[src/include/balance_settings.svh]
`ifndef BALANCE_SETTINGS_SVH
`define BALANCE_SETTINGS_SVH

//////////////////////////////////////////////////
// Balance controller fixed tuning
//////////////////////////////////////////////////

// Past saturated errors held for the derivative
`define D_QUEUE_DEPTH 12

// Derivative multiplier applied to clamped D_diff
`define DTERM_GAIN 7

// Integrator right shift giving the integral term
`define ITERM_SHIFT 6

// Free-running PWM counter width, period is 2**PWM_WIDTH
`define PWM_WIDTH 11

`endif
[src/hw/balance_pkg.sv]
package balance_pkg;

	//////////////////////////////////////////////////
	// Sensor side
	//////////////////////////////////////////////////

	// One sensor reading, valid with the vld strobe
	typedef struct packed {
		logic        [15:0] desired; // Target pitch
		logic        [15:0] actual;  // Measured pitch
		logic signed [10:0] steer;   // Steering offset, + turns right wheel slower
	} pitch_sample_t;

	//////////////////////////////////////////////////
	// Between stages
	//////////////////////////////////////////////////

	// Combinational output of pd_math
	typedef struct packed {
		logic signed [9:0]  err_sat; // Clamped error, reused by integrator
		logic signed [9:0]  pterm;   // 5/8 of err_sat
		logic signed [11:0] dterm;   // Clamped difference times gain
	} pd_terms_t;

	// Registered output of i_term
	typedef struct packed {
		logic signed [9:0]  pterm;
		logic signed [9:0]  iterm;
		logic signed [11:0] dterm;
		logic signed [10:0] steer; // Carried along with its reading
	} pid_terms_t;

	// Signed wheel commands
	typedef struct packed {
		logic signed [11:0] lft;
		logic signed [11:0] rght;
	} motor_cmd_t;

endpackage

[src/hw/balance_ctrl.sv]
`timescale 1ns/1ps

module balance_ctrl (
	input  logic                       clk,
	input  logic                       rst_n,
	input  logic                       vld,      // Sensor strobe
	input  balance_pkg::pitch_sample_t sample,
	output balance_pkg::motor_cmd_t    cmd,
	output logic                       cmd_vld,  // Two cycles after vld
	output logic                       pwm_lft,
	output logic                       pwm_rght,
	output logic                       dir_lft,
	output logic                       dir_rght
);

	import balance_pkg::*;

	pd_terms_t  pd_terms; // Combinational, same cycle as vld
	pid_terms_t pid;      // Registered on vld
	logic       pid_vld;

	//////////////////////////////////////////////////
	// Pipeline
	//////////////////////////////////////////////////
	pd_math u_pd_math (
		.clk     (clk),
		.rst_n   (rst_n),
		.vld     (vld),
		.desired (sample.desired),
		.actual  (sample.actual),
		.terms   (pd_terms)
	);

	i_term u_i_term (
		.clk     (clk),
		.rst_n   (rst_n),
		.vld     (vld),
		.pd      (pd_terms),
		.steer   (sample.steer),
		.pid     (pid),
		.pid_vld (pid_vld)
	);

	motor_mix u_motor_mix (
		.clk     (clk),
		.rst_n   (rst_n),
		.pid     (pid),
		.pid_vld (pid_vld),
		.cmd     (cmd),
		.cmd_vld (cmd_vld)
	);

	// Duty loads on cmd_vld
	pwm_out u_pwm_out (
		.clk      (clk),
		.rst_n    (rst_n),
		.cmd      (cmd),
		.cmd_vld  (cmd_vld),
		.pwm_lft  (pwm_lft),
		.pwm_rght (pwm_rght),
		.dir_lft  (dir_lft),
		.dir_rght (dir_rght)
	);

endmodule

[src/hw/pwm_out.sv]
`timescale 1ns/1ps
`include "balance_settings.svh"

module pwm_out (
	input  logic                    clk,
	input  logic                    rst_n,
	input  balance_pkg::motor_cmd_t cmd,
	input  logic                    cmd_vld,
	output logic                    pwm_lft,
	output logic                    pwm_rght,
	output logic                    dir_lft,  // 1 when command negative
	output logic                    dir_rght
);

	localparam logic [11:0] MAG_MAX = 12'((1 << `PWM_WIDTH) - 1);

	logic [`PWM_WIDTH-1:0] cnt;      // Free running, wraps each period
	logic [`PWM_WIDTH-1:0] mag_lft;  // Loaded duty
	logic [`PWM_WIDTH-1:0] mag_rght;

	// Absolute value capped at the counter maximum
	function automatic logic [`PWM_WIDTH-1:0] mag_of(input logic signed [11:0] v);
		logic [11:0] a;
		a = v[11] ? 12'(-v) : 12'(v); // -2048 becomes 2048 unsigned
		if (a > MAG_MAX)
			a = MAG_MAX;
		return a[`PWM_WIDTH-1:0];
	endfunction

	//////////////////////////////////////////////////
	// Counter and duty registers
	//////////////////////////////////////////////////
	always_ff @(posedge clk or negedge rst_n) begin
		if (!rst_n) begin
			cnt      <= '0;
			mag_lft  <= '0;
			mag_rght <= '0;
			dir_lft  <= 1'b0;
			dir_rght <= 1'b0;
		end else begin
			cnt <= cnt + 1'b1;
			if (cmd_vld) begin // New duty from the next edge on
				mag_lft  <= mag_of(cmd.lft);
				mag_rght <= mag_of(cmd.rght);
				dir_lft  <= cmd.lft[11];
				dir_rght <= cmd.rght[11];
			end
		end
	end

	assign pwm_lft  = (cnt < mag_lft);  // High mag cycles per period
	assign pwm_rght = (cnt < mag_rght);

endmodule

[src/hw/motor_mix.sv]
`timescale 1ns/1ps

module motor_mix (
	input  logic                    clk,
	input  logic                    rst_n,
	input  balance_pkg::pid_terms_t pid,
	input  logic                    pid_vld,
	output balance_pkg::motor_cmd_t cmd,    // Held between strobes
	output logic                    cmd_vld
);

	logic signed [12:0] sum_wide;  // 13 bit headroom for three terms
	logic signed [11:0] sum_sat;
	logic signed [12:0] lft_wide;
	logic signed [12:0] rght_wide;
	logic signed [11:0] lft_sat;
	logic signed [11:0] rght_sat;

	// Clamp a 13 bit value to the 12 bit command range
	function automatic logic signed [11:0] sat12(input logic signed [12:0] v);
		logic signed [11:0] r;
		if (v > 13'sd2047)
			r = 12'sd2047;
		else if (v < -13'sd2048)
			r = -12'sd2048;
		else
			r = v[11:0];
		return r;
	endfunction

	//////////////////////////////////////////////////
	// Term sum and steering mix
	//////////////////////////////////////////////////
	assign sum_wide = 13'(pid.pterm) + 13'(pid.iterm) + 13'(pid.dterm);
	assign sum_sat  = sat12(sum_wide);

	// Each wheel saturates on its own
	assign lft_wide  = 13'(sum_sat) + 13'(pid.steer);
	assign rght_wide = 13'(sum_sat) - 13'(pid.steer);
	assign lft_sat   = sat12(lft_wide);
	assign rght_sat  = sat12(rght_wide);

	always_ff @(posedge clk or negedge rst_n) begin
		if (!rst_n) begin
			cmd     <= '0; // Motors idle out of reset
			cmd_vld <= 1'b0;
		end else begin
			cmd_vld <= pid_vld;
			if (pid_vld) begin
				cmd.lft  <= lft_sat;
				cmd.rght <= rght_sat;
			end
		end
	end

endmodule

[src/hw/i_term.sv]
`timescale 1ns/1ps
`include "balance_settings.svh"

module i_term (
	input  logic                   clk,
	input  logic                   rst_n,
	input  logic                   vld,
	input  balance_pkg::pd_terms_t pd,
	input  logic signed [10:0]     steer,
	output balance_pkg::pid_terms_t pid,
	output logic                   pid_vld // One cycle after vld
);

	logic signed [15:0] integ;     // Accumulated error
	logic signed [16:0] integ_sum; // One bit of headroom
	logic signed [15:0] integ_nxt;
	logic signed [15:0] integ_shr;

	assign integ_sum = 17'(integ) + 17'(pd.err_sat);

	// Saturate at the 16 bit rails so windup holds at the ceiling
	always_comb begin
		if (integ_sum > 17'sd32767)
			integ_nxt = 16'sd32767;
		else if (integ_sum < -17'sd32768)
			integ_nxt = -16'sd32768;
		else
			integ_nxt = integ_sum[15:0];
	end

	assign integ_shr = integ_nxt >>> `ITERM_SHIFT; // Updated value, not the old one

	always_ff @(posedge clk or negedge rst_n) begin
		if (!rst_n) begin
			integ   <= '0;
			pid_vld <= 1'b0;
		end else begin
			pid_vld <= vld;
			if (vld)
				integ <= integ_nxt;
		end
	end

	//////////////////////////////////////////////////
	// Stage boundary, all three terms move together
	//////////////////////////////////////////////////
	always_ff @(posedge clk) begin
		if (vld) begin
			pid.pterm <= pd.pterm;
			pid.iterm <= integ_shr[9:0];
			pid.dterm <= pd.dterm;
			pid.steer <= steer;
		end
	end

endmodule

[src/hw/pd_math.sv]
`timescale 1ns/1ps
`include "balance_settings.svh"

module pd_math (
	input  logic                  clk,
	input  logic                  rst_n,
	input  logic                  vld,     // New reading this cycle
	input  logic [15:0]           desired,
	input  logic [15:0]           actual,
	output balance_pkg::pd_terms_t terms
);

	localparam int DEPTH = `D_QUEUE_DEPTH;
	localparam logic signed [11:0] DGAIN = `DTERM_GAIN;

	logic signed [16:0] err;        // Full-range error
	logic signed [9:0]  err_sat;
	logic signed [9:0]  prev_err [0:DEPTH-1];
	logic signed [9:0]  d_diff;     // Wraps modulo 10 bits
	logic signed [6:0]  d_diff_sat;
	logic signed [11:0] d_ext;

	// Sign-extend both to 17 bits before subtracting
	assign err = $signed({actual[15], actual}) - $signed({desired[15], desired});

	// Clamp error into 10 bit range
	always_comb begin
		if (err > 17'sd511)
			err_sat = 10'sd511;
		else if (err < -17'sd512)
			err_sat = -10'sd512;
		else
			err_sat = err[9:0];
	end

	assign terms.err_sat = err_sat;
	assign terms.pterm   = (err_sat >>> 1) + (err_sat >>> 3); // 1/2 + 1/8

	//////////////////////////////////////////////////
	// Derivative history queue
	//////////////////////////////////////////////////
	for (genvar i = 0; i < DEPTH; i++) begin : g_queue
		if (i == 0) begin : g_head
			always_ff @(posedge clk or negedge rst_n) begin
				if (!rst_n)
					prev_err[i] <= '0;
				else if (vld)
					prev_err[i] <= err_sat;     // Newest at head
			end
		end else begin : g_tail
			always_ff @(posedge clk or negedge rst_n) begin
				if (!rst_n)
					prev_err[i] <= '0;
				else if (vld)
					prev_err[i] <= prev_err[i-1];
			end
		end
	end

	// Current minus value from DEPTH strobes back
	assign d_diff = err_sat - prev_err[DEPTH-1];

	// Clamp to 7 bits signed
	always_comb begin
		if (d_diff > 10'sd63)
			d_diff_sat = 7'sd63;
		else if (d_diff < -10'sd64)
			d_diff_sat = -7'sd64;
		else
			d_diff_sat = d_diff[6:0];
	end

	assign d_ext       = 12'(d_diff_sat); // Sign-extended
	assign terms.dterm = d_ext * DGAIN;   // Fits in 12 bits, |448| max

endmodule

[config.mk]
export PLATFORM = sky130hd
export DESIGN_NAME = balance_ctrl
export DESIGN_NICKNAME = d
export VERILOG_FILES = /design/src/hw/balance_pkg.sv /design/src/hw/balance_ctrl.sv /design/src/hw/pwm_out.sv /design/src/hw/motor_mix.sv /design/src/hw/i_term.sv /design/src/hw/pd_math.sv
export VERILOG_INCLUDE_DIRS = /design/src /design/src/include
export SDC_FILE = /design/constraint.sdc
export NUM_CORES = 1
export LEC_CHECK = 0
export ABC_AREA = 1
export ABC_CLOCK_PERIOD_IN_PS = 7800
export BUFFER_PORTS_ARGS = -buffer_cell sky130_fd_sc_hd__buf_2
export CAP_MARGIN = 20
export CORE_ASPECT_RATIO = 1.5
export CORE_MARGIN = 2
export CORE_UTILIZATION = 55
export DETAILED_ROUTE_END_ITERATION = 12
export GPL_ROUTABILITY_DRIVEN = 0
export PLACE_DENSITY = 0.73
export SLEW_MARGIN = 25
export SYNTH_ARGS = -nofsm -noshare
export SYNTH_HDL_FRONTEND = slang
export SYNTH_HIERARCHICAL = 1
export SYNTH_SLANG_ARGS = --single-unit
[constraint.sdc]
create_clock -name clk -period 7.8 [get_ports clk]
set_clock_uncertainty 0.05 [all_clocks]
set_input_delay 0.39 -clock clk [delete_from_list [all_inputs] [get_ports clk]]
set_output_delay 0.39 -clock clk [all_outputs]
set_load 0.02 [all_outputs]
==> results.md, run 1 <==
Outcome:
- The flow ran to the end, and the final reports show no timing, DRC or antenna violations.

Floorplanning:
- The die covers 0.0304 sq mm.
- The effective utilization at floorplan is 55.7%.
- The number of I/O pins is 75.
- The area of the placeable core is 0.0286 sq mm.
- The die is 212 um tall.
- The floorplan has 76 rows.
- The floorplan step set the die width to 143 um.

Clock tree:
- In this run the clock root is driven by a sky130_fd_sc_hd__clkbuf_16.
- The number of sinks driven by the clock tree is 240.
- The depth of the CTS H-tree is 1.
- The clock reaches the later pin of the worst-skew pair after 0.53 ns.
- The number of gates resized after CTS was 0.
- The clock buffer count from CTS is 24.
- In this run the deepest clock path goes through 3 buffers.
- Clock-pin slew was measured on the worst setup and hold paths at 0.06 ns.
- The CTS tree is done.
- The number of buffers inserted for hold repair after clock tree synthesis is 11.
- The number of post-CTS setup repair buffers is 0.

Synthesis:
- The area fraction of the dominant cell type after synthesis is 30.9%.
- Ranked by instance count, the synthesized netlist is headed by 708 x sky130_fd_sc_hd__nand2_1, 249 x sky130_fd_sc_hd__inv_1, 197 x sky130_fd_sc_hd__dfrtp_1.
- The number of enable flip-flop cells after synthesis is 43.
- Multiplexer cells account for 0% of the synthesized area.
- Synthesis produced a netlist with a net count of 2,235.
- The compound-gate portion of the synthesized area is 8.00%.
- In this run, synthesis produced a sequential element count of 240.
- Of the synthesized area, sequential elements account for 39.1%.
- The average instance area after synthesis is 7.79 sq um.
- In the synthesized netlist the dominant register cell turns out to be sky130_fd_sc_hd__dfrtp_1.
- During synthesis, Yosys emitted a total of 6 warnings.
- Counting every instance in the synthesized netlist gives 2,044.
- For this run, asynchronously set or reset flops after synthesis account for 82.1%.
- Summing every instance area after synthesis gives 0.0159 sq mm.
- After synthesis, the largest family of logic cells by area is simple AND/OR/NAND/NOR gates.
- Summing the areas of all and, or, nand and nor instances in the mapped netlist gives 28.3% of the synthesized area.
- Sorting the synthesized cells by area gives the leading types as sky130_fd_sc_hd__dfrtp_1 31%, sky130_fd_sc_hd__nand2_1 17%, sky130_fd_sc_hd__ha_1 9.5%.
- The biggest area consumer among synthesized cells is sky130_fd_sc_hd__dfrtp_1.
- The number of unique standard cell types used by synthesis is 51.
- After Yosys synthesis, full adders, half adders and majority gates account for 12.5% of the synthesized area.
- Summing the areas of all xor and xnor instances in the mapped netlist gives 4.06% of the synthesized area.
- The most numerous cell in the Yosys netlist is sky130_fd_sc_hd__nand2_1.

Critical path:
- The category of the most critical setup path is in2reg.
- The end point of the critical path is u_i_term/pid[20]$_DFFE_PP_.
- The required time at the worst-slack endpoint is 8.04 ns.
- The number of cells on the worst reg-to-reg path is 25.
- The critical path startpoint is sample[27].
- The reg-to-reg critical path endpoint is u_i_term/pid[20]$_DFFE_PP_.
- The peak per-stage delay on the critical path is 0.48 ns.
- The worst setup path is captured at a flop.
- STA classifies the critical path startpoint as an input port.
- The arrival time of the worst setup path is 7.00 ns.
- Of all nets on the critical path, the largest fanout is 12.
- The startpoint of the most critical register-to-register path is u_pd_math/prev_err[0]$_DFFE_PN0P_.
- For this design, the slowest cell found on the critical path is sky130_fd_sc_hd__fa_1.
- For flop-to-flop paths, the worst setup slack is 2.76 ns.
- The most frequent cell on the critical path is sky130_fd_sc_hd__nand2_1.

Timing:
- The remaining max-slew budget at the tightest pin is 40.0%.
- Setup repair after global routing left no endpoint under its margin.
- The slew at the pin with the worst max-slew slack is 0.900 ns.
- After routing, the total negative slack on setup checks comes to 0 ns.
- The minimum period implied by the final worst setup slack is 6.76 ns.
- Derived from the worst setup path, the maximum achievable clock frequency is 0.148 GHz.
- The total count of hold-check failures in the final report came to 0.
- The share of the cycle needed by the critical path after routing is 86.7%.
- The total count of max-transition violations in the final report is 0.
- The final-report setup violation count is 0.

Route:
- The routed wire length is 34,000 um.
- The iteration count of the initial detailed-routing pass is 5.
- The routed length per placed instance is 13.5 um.
- The antenna violation net count after detailed routing is 0.
- For this block, the initial DRC count from the detailed router was 693.
- The average via count per standard cell is 5.15.
- The detailed router placed 13,000 vias in this run.
- The count of unresolved DRC violations after routing is 0.

GRT:
- The pin count of the biggest net entering global routing is 126.
- The first global-routing pass estimated 56,700 um of wire.
- The overall routing resource usage is 22.7%.
- The via count of the first global-routing pass is 12,600.
- For this run the aggregate overflow at the end of global routing stands at 0.
- The initial antenna violation count is 0.

Cells and area:
- Compared with the post-synthesis result, the final layout area differs by 10.0%.
- The final layout contains 2,299 nets.
- Summing all flip-flop and latch instances after layout gives 0.00622 sq mm.
- In the final layout, the share of cells above drive strength 1 is 12.8%.
- The number of antenna diodes is 0.
- Summing all multi-input logic gate instances after layout gives 0.00842 sq mm.
- The layout filler cell count is 2,552.

Worst hold path:
- In this run the worst hold path is classified as in2reg.

Placement:
- Detailed placement finished with a half-perimeter wire length of 25,300 um.
- During placement, the flow inserted port buffers numbering 74.

Run:
- Max-cap violations in this run came to 0.
==> how the worst min path moves through the flow <==
stage	from	end	slack (ns)	cells after the start
6_report	sample[2]	u_i_term/pid[2]$_DFFE_PP_	0.04	1
5_1_grt	sample[2]	u_i_term/pid[2]$_DFFE_PP_	0.009	1
4_1_cts	sample[2]	u_i_term/pid[2]$_DFFE_PP_	0.004	1
3_5_place_dp	u_pwm_out/dir_rght$_DFFE_PN0P_	u_pwm_out/dir_rght$_DFFE_PN0P_	0.40	2
3_3_place_gp	u_pd_math/prev_err[101]$_DFFE_PN0P_	u_pd_math/prev_err[101]$_DFFE_PN0P_	0.40	2
2_1_floorplan	rst_n	u_i_term/integ[0]$_DFFE_PN0P_	0.04	0
==> flip-flops by register name, indices dropped and copies added, names as in the netlist <==
register             flops
u_pd_math/prev_err     120
u_i_term/pid            43
u_motor_mix/cmd         24
u_i_term/integ          16
u_pwm_out/cnt           11
u_pwm_out/mag_lft       11
u_pwm_out/mag_rght      11
u_i_term/pid_vld         1
u_motor_mix/cmd_vld      1
u_pwm_out/dir_lft        1
u_pwm_out/dir_rght       1
==> per-layer routing <==
metal / vias to the layer above / wire [um] / track usage, %
met2: 281 / 18000 / 42.3
met4: 0 / 1590 / 11.3
met3: 99 / 1180 / 2.57
li1: 6528 / - / -
met1: 6046 / 13300 / 25.2
met5: - / 0 / 0
==> worst max-delay path, delay by kind of cell <==
kind / cells / cell delay [ns]
adders and majority gates: 7 / 2.49
xor gates and xnor gates: 1 / 0.25
AOI/OAI and AO/OA: 4 / 1.03
and+or+nand+nor: 22 / 2.20
buffers and inverters: 6 / 0.63
==> final cells by class <==
cell class	count	share of cell area, %
well taps	390	2.78
repair buffers	90	3.18
clock buffers	29	3.83
inverters	268	5.75
multi-input cells	1484	48.1
flip-flops and latches	240	35.5
clock inverters	14	0.899
==> metrics by stage <==
stage / setup WS [ns] / hold slack, ns / cell area [sq um] / utilization (%) / std cells
2_1_floorplan: 1.40 / 0.0444 / 15900 / - / 2044
3_3_place_gp: 0.858 / 0.403 / 16600 / 57.8 / 2460
3_5_place_dp: 0.572 / 0.403 / 16600 / 57.8 / 2460
4_1_cts: 1.13 / 0.00434 / 17500 / 61.1 / 2514
5_1_grt: 0.543 / 0.00872 / 17500 / 61.2 / 2515
6_report: 1.04 / 0.0366 / 17500 / 61.2 / 2515
==> cell usage in the layout, fill, tap and decap left out, types with 4 or more instances in the layout <==
cell	n
sky130_fd_sc_hd__nor3_2	5
sky130_fd_sc_hd__a21oi_1	87
sky130_fd_sc_hd__dlygate4sd3_1	11
sky130_fd_sc_hd__nor2_2	11
sky130_fd_sc_hd__inv_1	248
sky130_fd_sc_hd__o21ai_0	61
sky130_fd_sc_hd__edfxtp_1	43
sky130_fd_sc_hd__a21oi_2	17
sky130_fd_sc_hd__dfrtp_1	197
sky130_fd_sc_hd__nand2_2	67
sky130_fd_sc_hd__inv_2	18
sky130_fd_sc_hd__nand4_1	11
sky130_fd_sc_hd__o21ai_2	5
sky130_fd_sc_hd__buf_2	72
sky130_fd_sc_hd__a31oi_1	8
sky130_fd_sc_hd__o21ai_1	8
sky130_fd_sc_hd__clkbuf_16	26
sky130_fd_sc_hd__nand2_1	708
sky130_fd_sc_hd__fa_1	24
sky130_fd_sc_hd__nand2_4	10
sky130_fd_sc_hd__o21bai_1	11
sky130_fd_sc_hd__clkinv_2	4
sky130_fd_sc_hd__xnor2_1	24
sky130_fd_sc_hd__nand3_1	77
sky130_fd_sc_hd__nor2_1	132
sky130_fd_sc_hd__ha_1	121
sky130_fd_sc_hd__nor3_1	8
sky130_fd_sc_hd__nand3_2	5
sky130_fd_sc_hd__xor2_1	48
==> cell families (layout without fill, tap and decap cells) <==
group	count (synthesis)	count (layout)
flops	240	240
compound gates	214	214
buf+inv	320	401
simple gates	1052	1052
xor+xnor	73	73
fa+ha+maj	145	145
Power of run 1 is left out: the tool's default activity adds up to more than one toggle a clock period on the data nets, which glitch-free logic cannot reach.
==> run 2, diff against run 1 <==
--- a/config.mk
+++ b/config.mk
@@ -12,10 +12,10 @@
 export CAP_MARGIN = 20
 export CORE_ASPECT_RATIO = 1.5
 export CORE_MARGIN = 2
-export CORE_UTILIZATION = 55
+export CORE_UTILIZATION = 65
 export DETAILED_ROUTE_END_ITERATION = 12
 export GPL_ROUTABILITY_DRIVEN = 0
-export PLACE_DENSITY = 0.73
+export PLACE_DENSITY = 0.84
 export SLEW_MARGIN = 25
 export SYNTH_ARGS = -nofsm -noshare
 export SYNTH_HDL_FRONTEND = slang
==> run 2 against run 1 <==
  * Global-route usage is 4.7 points higher
  * Sequential cell count stayed put
  * Maximum frequency is 0.76% higher
  * Non-clock buffer count is 2 lower
==> results.md, run 2 (same netlist as run 1, synthesis figures left out) <==
Timing:
- The fmax is 0.149 GHz (was 0.148 GHz).
- The slew at the pin with the worst max-slew slack is 0.949 ns (was 0.900 ns).
- Unrepaired setup endpoints after global routing: no (unchanged).
- The total count of hold-check failures in the final report is 0 (unchanged).
- The remaining max-slew budget at the tightest pin is 36.7% (was 40.0%).
- The share of the cycle needed by the critical path after routing is 86.1% (was 86.7%).
- The minimum period implied by the final worst setup slack is 6.71 ns (was 6.76 ns).
- The sum of negative setup slack is 0 ns (unchanged).
- The final-report setup violation count came to 0 (unchanged).
- The total count of max-transition violations in the final report was 0 (unchanged).

GRT:
- The via count of the first global-routing pass is 13,300 (was 12,600).
- The initial antenna violation count is 0 (unchanged).
- The first-pass GRT wire length came to 58,800 um (was 56,700 um).
- The pin count of the biggest net entering global routing was 98 (was 126).
- The total congestion overflow after global routing was 0 (unchanged).
- The overall routing resource usage is 27.3% (was 22.7%).

Route:
- The count of unresolved DRC violations after routing is 0 (unchanged).
- The average via count per standard cell is 5.41 (was 5.15).
- The iteration count of the initial detailed-routing pass is 5 (unchanged).
- The violation count after the first detailed-routing iteration is 906 (was 693).
- The antenna violation net count after detailed routing came to 0 (unchanged).
- The routed wire length is 35,100 um (was 34,000 um).
- The via count of the routed design is 13,200 (was 13,000).
- The routed length per placed instance is 14.3 um (was 13.5 um).

Critical path:
- The most frequent cell on the critical path was sky130_fd_sc_hd__nand2_1 (unchanged).
- The peak per-stage delay on the critical path came to 0.46 ns (was 0.48 ns).
- The required time at the worst-slack endpoint is 8.03 ns (was 8.04 ns).
- The arrival time of the worst setup path is 6.95 ns (was 7.00 ns).
- The cell with the largest stage delay on the worst path is sky130_fd_sc_hd__fa_1 (unchanged).
- The kind of start point of the critical path is an input port (unchanged).
- The category of the most critical setup path is in2reg (unchanged).
- The kind of end point of the critical path is a flop (unchanged).
- The critical-path maximum fanout is 12 (unchanged).

Clock tree:
- The number of sinks driven by the clock tree is 240 (unchanged).
- The clock transition time at the flip-flop clock pins of the worst setup and hold paths was 0.06 ns (about the same).
- The depth of the CTS H-tree was 1 (unchanged).
- The clock latency at the later pin of the worst-skew pair came to 0.53 ns (about the same).
- The CTS tree is done (unchanged).
- The buffer cell driving the clock tree root was sky130_fd_sc_hd__clkbuf_16 (unchanged).
- The largest buffer count on any clock path is 3 (unchanged).
- The total of cells resized after clock tree synthesis was 0 (unchanged).
- The clock buffer count from CTS is 23 (was 24).

Outcome:
- Result of the run: finished, final reports clean (unchanged).

Cells and area:
- The register with the most flip-flops is u_pd_math/prev_err (unchanged).
- The relative area change from synthesis to final layout is 8.88% (was 10.0%).
- The post-layout utilization of the core came to 71.5% (was 61.2%).
- The most common cell after layout, fill and taps aside is sky130_fd_sc_hd__nand2_1 (unchanged).
- Commonest cells after routing, fill and taps aside: 708 x sky130_fd_sc_hd__nand2_1, 248 x sky130_fd_sc_hd__inv_1, 197 x sky130_fd_sc_hd__dfrtp_1 (unchanged).
- The number of antenna diodes is 0 (unchanged).
- The final instance count without filler cells is 2,446 (was 2,515).
- The flip-flop count of the largest register, all copies and words added came to 120 (unchanged).
- Largest registers in the final layout: u_pd_math/prev_err (120), u_i_term/pid (43), u_motor_mix/cmd (24) (unchanged).
- The share of cells above drive strength 1 came to 12.8% (about the same).
- The net count of the finished layout was 2,296 (was 2,299).
- The layout filler cell count was 1,869 (was 2,552).

Worst hold path:
- The path class of the lowest-slack min-delay path is in2reg (unchanged).

Floorplanning:
- The number of I/O pins is 75 (unchanged).
- The number of rows created at floorplan is 70 (was 76).
- The area of the die was 0.0258 sq mm (was 0.0304 sq mm).
- The area of the placeable core is 0.0243 sq mm (was 0.0286 sq mm).
- The vertical die dimension is 196 um (was 212 um).
- The die extent in x is 132 um (was 143 um).
- The effective utilization at floorplan came to 65.7% (was 55.7%).

Placement:
- The count of input and output buffers is 74 (unchanged).
- The post-placement cell count is 2,395 (was 2,460).
- The post-detailed-placement half-perimeter wirelength is 26,000 um (was 25,300 um).

Run:
- The max-cap violation count came to 0 (unchanged).
## run 2: metrics by stage
step | hold slack (ns) | cell area [sq um] | setup slack, ns
floorplan | 0.0444 | 15900 | 1.40
global placement | 0.400 | 16500 | 0.910
detailed placement | 0.409 | 16500 | 0.591
CTS | 0.0191 | 17300 | 1.17
global route | 0.0147 | 17300 | 0.563
finish | 0.0425 | 17300 | 1.09
## run 2: cell type report
type	instances	area (sq um)	share of cell area [%]
clock inverter	8	86.3	0.498
timing repair buffer	88	513	2.96
clock buffer	34	687	3.96
tap	324	405	2.34
sequential	240	6220	35.9
multi-input combinational	1484	8420	48.6
inverter	268	1010	5.81
## run 2: worst paths after layout
path | cells after the start | slack, ns | endpoint | startpoint
max | 40 | 1.09 | u_i_term/pid[20]$_DFFE_PP_ | sample[27]
max in group asynchronous | 4 | 5.33 | u_pd_math/prev_err[26]$_DFFE_PN0P_ | rst_n
min | 1 | 0.04 | u_i_term/pid[0]$_DFFE_PP_ | sample[0]
max reg2reg | 25 | 2.77 | u_i_term/pid[20]$_DFFE_PP_ | u_pd_math/prev_err[0]$_DFFE_PN0P_
min in group asynchronous | 2 | 0.41 | u_pwm_out/mag_rght[8]$_DFFE_PN0P_ | rst_n
min reg2reg | 2 | 0.42 | u_pd_math/prev_err[75]$_DFFE_PN0P_ | u_pd_math/prev_err[75]$_DFFE_PN0P_
## run 2: worst max-delay path: cells and delay by family
| kind | cells | cell delay, ns |
|---|---|---|
| buf+inv | 6 | 0.62 |
| fa+ha+maj | 7 | 2.45 |
| simple gates | 22 | 2.22 |
| xor+xnor | 1 | 0.21 |
| compound gates | 4 | 1.04 |
## run 2: layer usage
metal / wire [um] / GRT usage, % / up-vias
li1: - / - / 6524
met1: 13300 / 29.2 / 6222
met2: 18800 / 53.3 / 373
met3: 1370 / 2.64 / 125
met4: 1680 / 13.4 / 0
met5: 0 / 0 / -
## run 2: timing repair
item / 4_1_cts / 5_1_grt
buffers inserted: 0 / 0
hold buffers: 9 / 0
endpoints found under the hold margin: 92 / 0
Power of run 2 is left out for the same reason.
==> run 3, diff against run 2 <==
--- a/config.mk
+++ b/config.mk
@@ -8,7 +8,7 @@
 export LEC_CHECK = 0
 export ABC_AREA = 1
 export ABC_CLOCK_PERIOD_IN_PS = 7800
-export BUFFER_PORTS_ARGS = -buffer_cell sky130_fd_sc_hd__buf_2
+export BUFFER_PORTS_ARGS = -buffer_cell sky130_fd_sc_hd__buf_4
 export CAP_MARGIN = 20
 export CORE_ASPECT_RATIO = 1.5
 export CORE_MARGIN = 2
==> run 3 against run 2 <==
  * Setup slack worse by 0.19 ns
  * Maximum frequency is 2.7% lower
  * First-iteration DRC count is 14% lower
  * Sequential share of layout area is 0.63 points lower
  * Cell count is 0.20% higher
==> results.md, run 3 (same netlist as run 1, synthesis figures left out) <==
Placement:
- The post-detailed-placement half-perimeter wirelength is 25,700 um (was 26,000 um).
- The post-placement cell count is 2,395 (unchanged).
- The count of input and output buffers is 74 (unchanged).

Cells and area:
- The flip-flop count of the largest register, all copies and words added was 120 (unchanged).
- The register with the most flip-flops is u_pd_math/prev_err (unchanged).
- Commonest cells after routing, fill and taps aside: 708 x sky130_fd_sc_hd__nand2_1, 248 x sky130_fd_sc_hd__inv_1, 197 x sky130_fd_sc_hd__dfrtp_1 (unchanged).
- The post-layout utilization of the core was 72.8% (was 71.5%).
- The net count of the finished layout came to 2,302 (was 2,296).
- Largest registers in the final layout: u_pd_math/prev_err (120), u_i_term/pid (43), u_motor_mix/cmd (24) (unchanged).
- The number of antenna diodes is 0 (unchanged).
- The relative area change from synthesis to final layout is 10.8% (was 8.88%).
- The layout filler cell count is 1,856 (was 1,869).
- The share of cells above drive strength 1 is 12.9% (was 12.8%).
- The most common cell after layout, fill and taps aside is sky130_fd_sc_hd__nand2_1 (unchanged).
- The final instance count without filler cells was 2,451 (was 2,446).

Critical path:
- The required time at the worst-slack endpoint came to 8.04 ns (was 8.03 ns).
- The peak per-stage delay on the critical path is 0.55 ns (was 0.46 ns).
- The category of the most critical setup path is in2reg (unchanged).
- The critical-path maximum fanout came to 12 (unchanged).
- The kind of end point of the critical path is a flop (unchanged).
- The kind of start point of the critical path was an input port (unchanged).
- The arrival time of the worst setup path came to 7.14 ns (was 6.95 ns).
- The cell with the largest stage delay on the worst path is sky130_fd_sc_hd__fa_1 (unchanged).

Route:
- The via count of the routed design came to 13,300 (was 13,200).
- The routed length per placed instance came to 14.5 um (was 14.3 um).
- The antenna violation net count after detailed routing is 0 (unchanged).
- The count of unresolved DRC violations after routing is 0 (unchanged).
- The iteration count of the initial detailed-routing pass was 7 (was 5).
- The average via count per standard cell came to 5.42 (was 5.41).
- The violation count after the first detailed-routing iteration is 777 (was 906).
- The routed wire length came to 35,500 um (was 35,100 um).

Timing:
- The sum of negative setup slack is 0 ns (unchanged).
- The total count of hold-check failures in the final report is 0 (unchanged).
- Unrepaired setup endpoints after global routing: no (unchanged).
- The final-report setup violation count was 0 (unchanged).
- The minimum period implied by the final worst setup slack is 6.90 ns (was 6.71 ns).
- The fmax is 0.145 GHz (was 0.149 GHz).
- The share of the cycle needed by the critical path after routing is 88.5% (was 86.1%).
- The total count of max-transition violations in the final report is 0 (unchanged).
- The slew at the pin with the worst max-slew slack was 0.993 ns (was 0.949 ns).
- The remaining max-slew budget at the tightest pin came to 33.8% (was 36.7%).

Floorplanning:
- The area of the placeable core was 0.0243 sq mm (unchanged).
- The effective utilization at floorplan is 65.7% (unchanged).
- The number of rows created at floorplan was 70 (unchanged).
- The area of the die is 0.0258 sq mm (unchanged).
- The vertical die dimension is 196 um (unchanged).
- The number of I/O pins is 75 (unchanged).
- The die extent in x was 132 um (unchanged).

GRT:
- The via count of the first global-routing pass is 13,300 (about the same).
- The overall routing resource usage is 27.5% (was 27.3%).
- The pin count of the biggest net entering global routing is 113 (was 98).
- The initial antenna violation count is 0 (unchanged).
- The total congestion overflow after global routing was 0 (unchanged).
- The first-pass GRT wire length is 58,800 um (about the same).

Clock tree:
- The depth of the CTS H-tree is 1 (unchanged).
- The buffer cell driving the clock tree root was sky130_fd_sc_hd__clkbuf_16 (unchanged).
- The clock buffer count from CTS is 25 (was 23).
- The CTS tree is done (unchanged).
- The clock latency at the later pin of the worst-skew pair was 0.55 ns (was 0.53 ns).
- The total of cells resized after clock tree synthesis is 0 (unchanged).
- The largest buffer count on any clock path is 3 (unchanged).
- The number of sinks driven by the clock tree was 240 (unchanged).
- The clock transition time at the flip-flop clock pins of the worst setup and hold paths came to 0.06 ns (about the same).

Worst hold path:
- The path class of the lowest-slack min-delay path is in2reg (unchanged).

Run:
- The max-cap violation count is 0 (unchanged).

Outcome:
- Result of the run: finished, final reports clean (unchanged).
run 3: metal layers:
metal | GRT usage (%) | wire (um)
met3 | 2.58 | 1360
met5 | 0 | 0
met2 | 53.4 | 19300
met4 | 13.4 | 1670
met1 | 29.5 | 13200
run 3: what timing repair did:
action	in CTS	in global routing
hold buffers	12	0
setup endpoints to repair	0	0
setup buffers	0	0
endpoints found under the hold margin	101	0
run 3: layout make-up:
class	instances	area (sq um)	area share (%)
Clock inverter	8	88.8	0.503
Multi-Input combinational cell	1484	8420	47.7
Tap cell	324	405	2.30
Inverter	268	1010	5.71
Timing Repair Buffer	92	751	4.25
Clock buffer	35	756	4.28
Sequential cell	240	6220	35.2
run 3: stage by stage:
stage | cell area, sq um | setup WS, ns | hold WS (ns)
after floorplan | 15900 | 1.40 | 0.0444
after global routing | 17700 | 0.517 | 0.346
after CTS | 17600 | 0.997 | 0.301
after global placement | 16700 | 0.893 | 0.403
final | 17700 | 0.899 | 0.319
after detailed placement | 16700 | 0.486 | 0.408
run 3: final timing paths:
path | endpoint | cells after the start | startpoint | slack, ns
worst max-delay path | u_i_term/pid[22]$_DFFE_PP_ | 37 | sample[27] | 0.90
worst min-delay path | u_i_term/integ[7]$_DFFE_PN0P_ | 3 | vld | 0.32
worst max register to register | u_i_term/pid[22]$_DFFE_PP_ | 22 | u_pd_math/prev_err[0]$_DFFE_PN0P_ | 2.52
worst min register to register | u_pd_math/prev_err[54]$_DFFE_PN0P_ | 2 | u_pd_math/prev_err[54]$_DFFE_PN0P_ | 0.42
max in group asynchronous | u_pd_math/prev_err[89]$_DFFE_PN0P_ | 3 | rst_n | 5.91
min in group asynchronous | u_pwm_out/mag_rght[7]$_DFFE_PN0P_ | 2 | rst_n | 0.45
run 3: worst max-delay path, delay by kind of cell:
family | cells | cell delay, ns
AO/OA/AOI/OAI | 5 | 1.17
buffers and inverters | 7 | 0.74
AND/OR/NAND/NOR | 17 | 1.93
XOR/XNOR | 1 | 0.22
adder cells (fa/ha/maj) | 7 | 2.64
Power of run 3 is left out for the same reason.
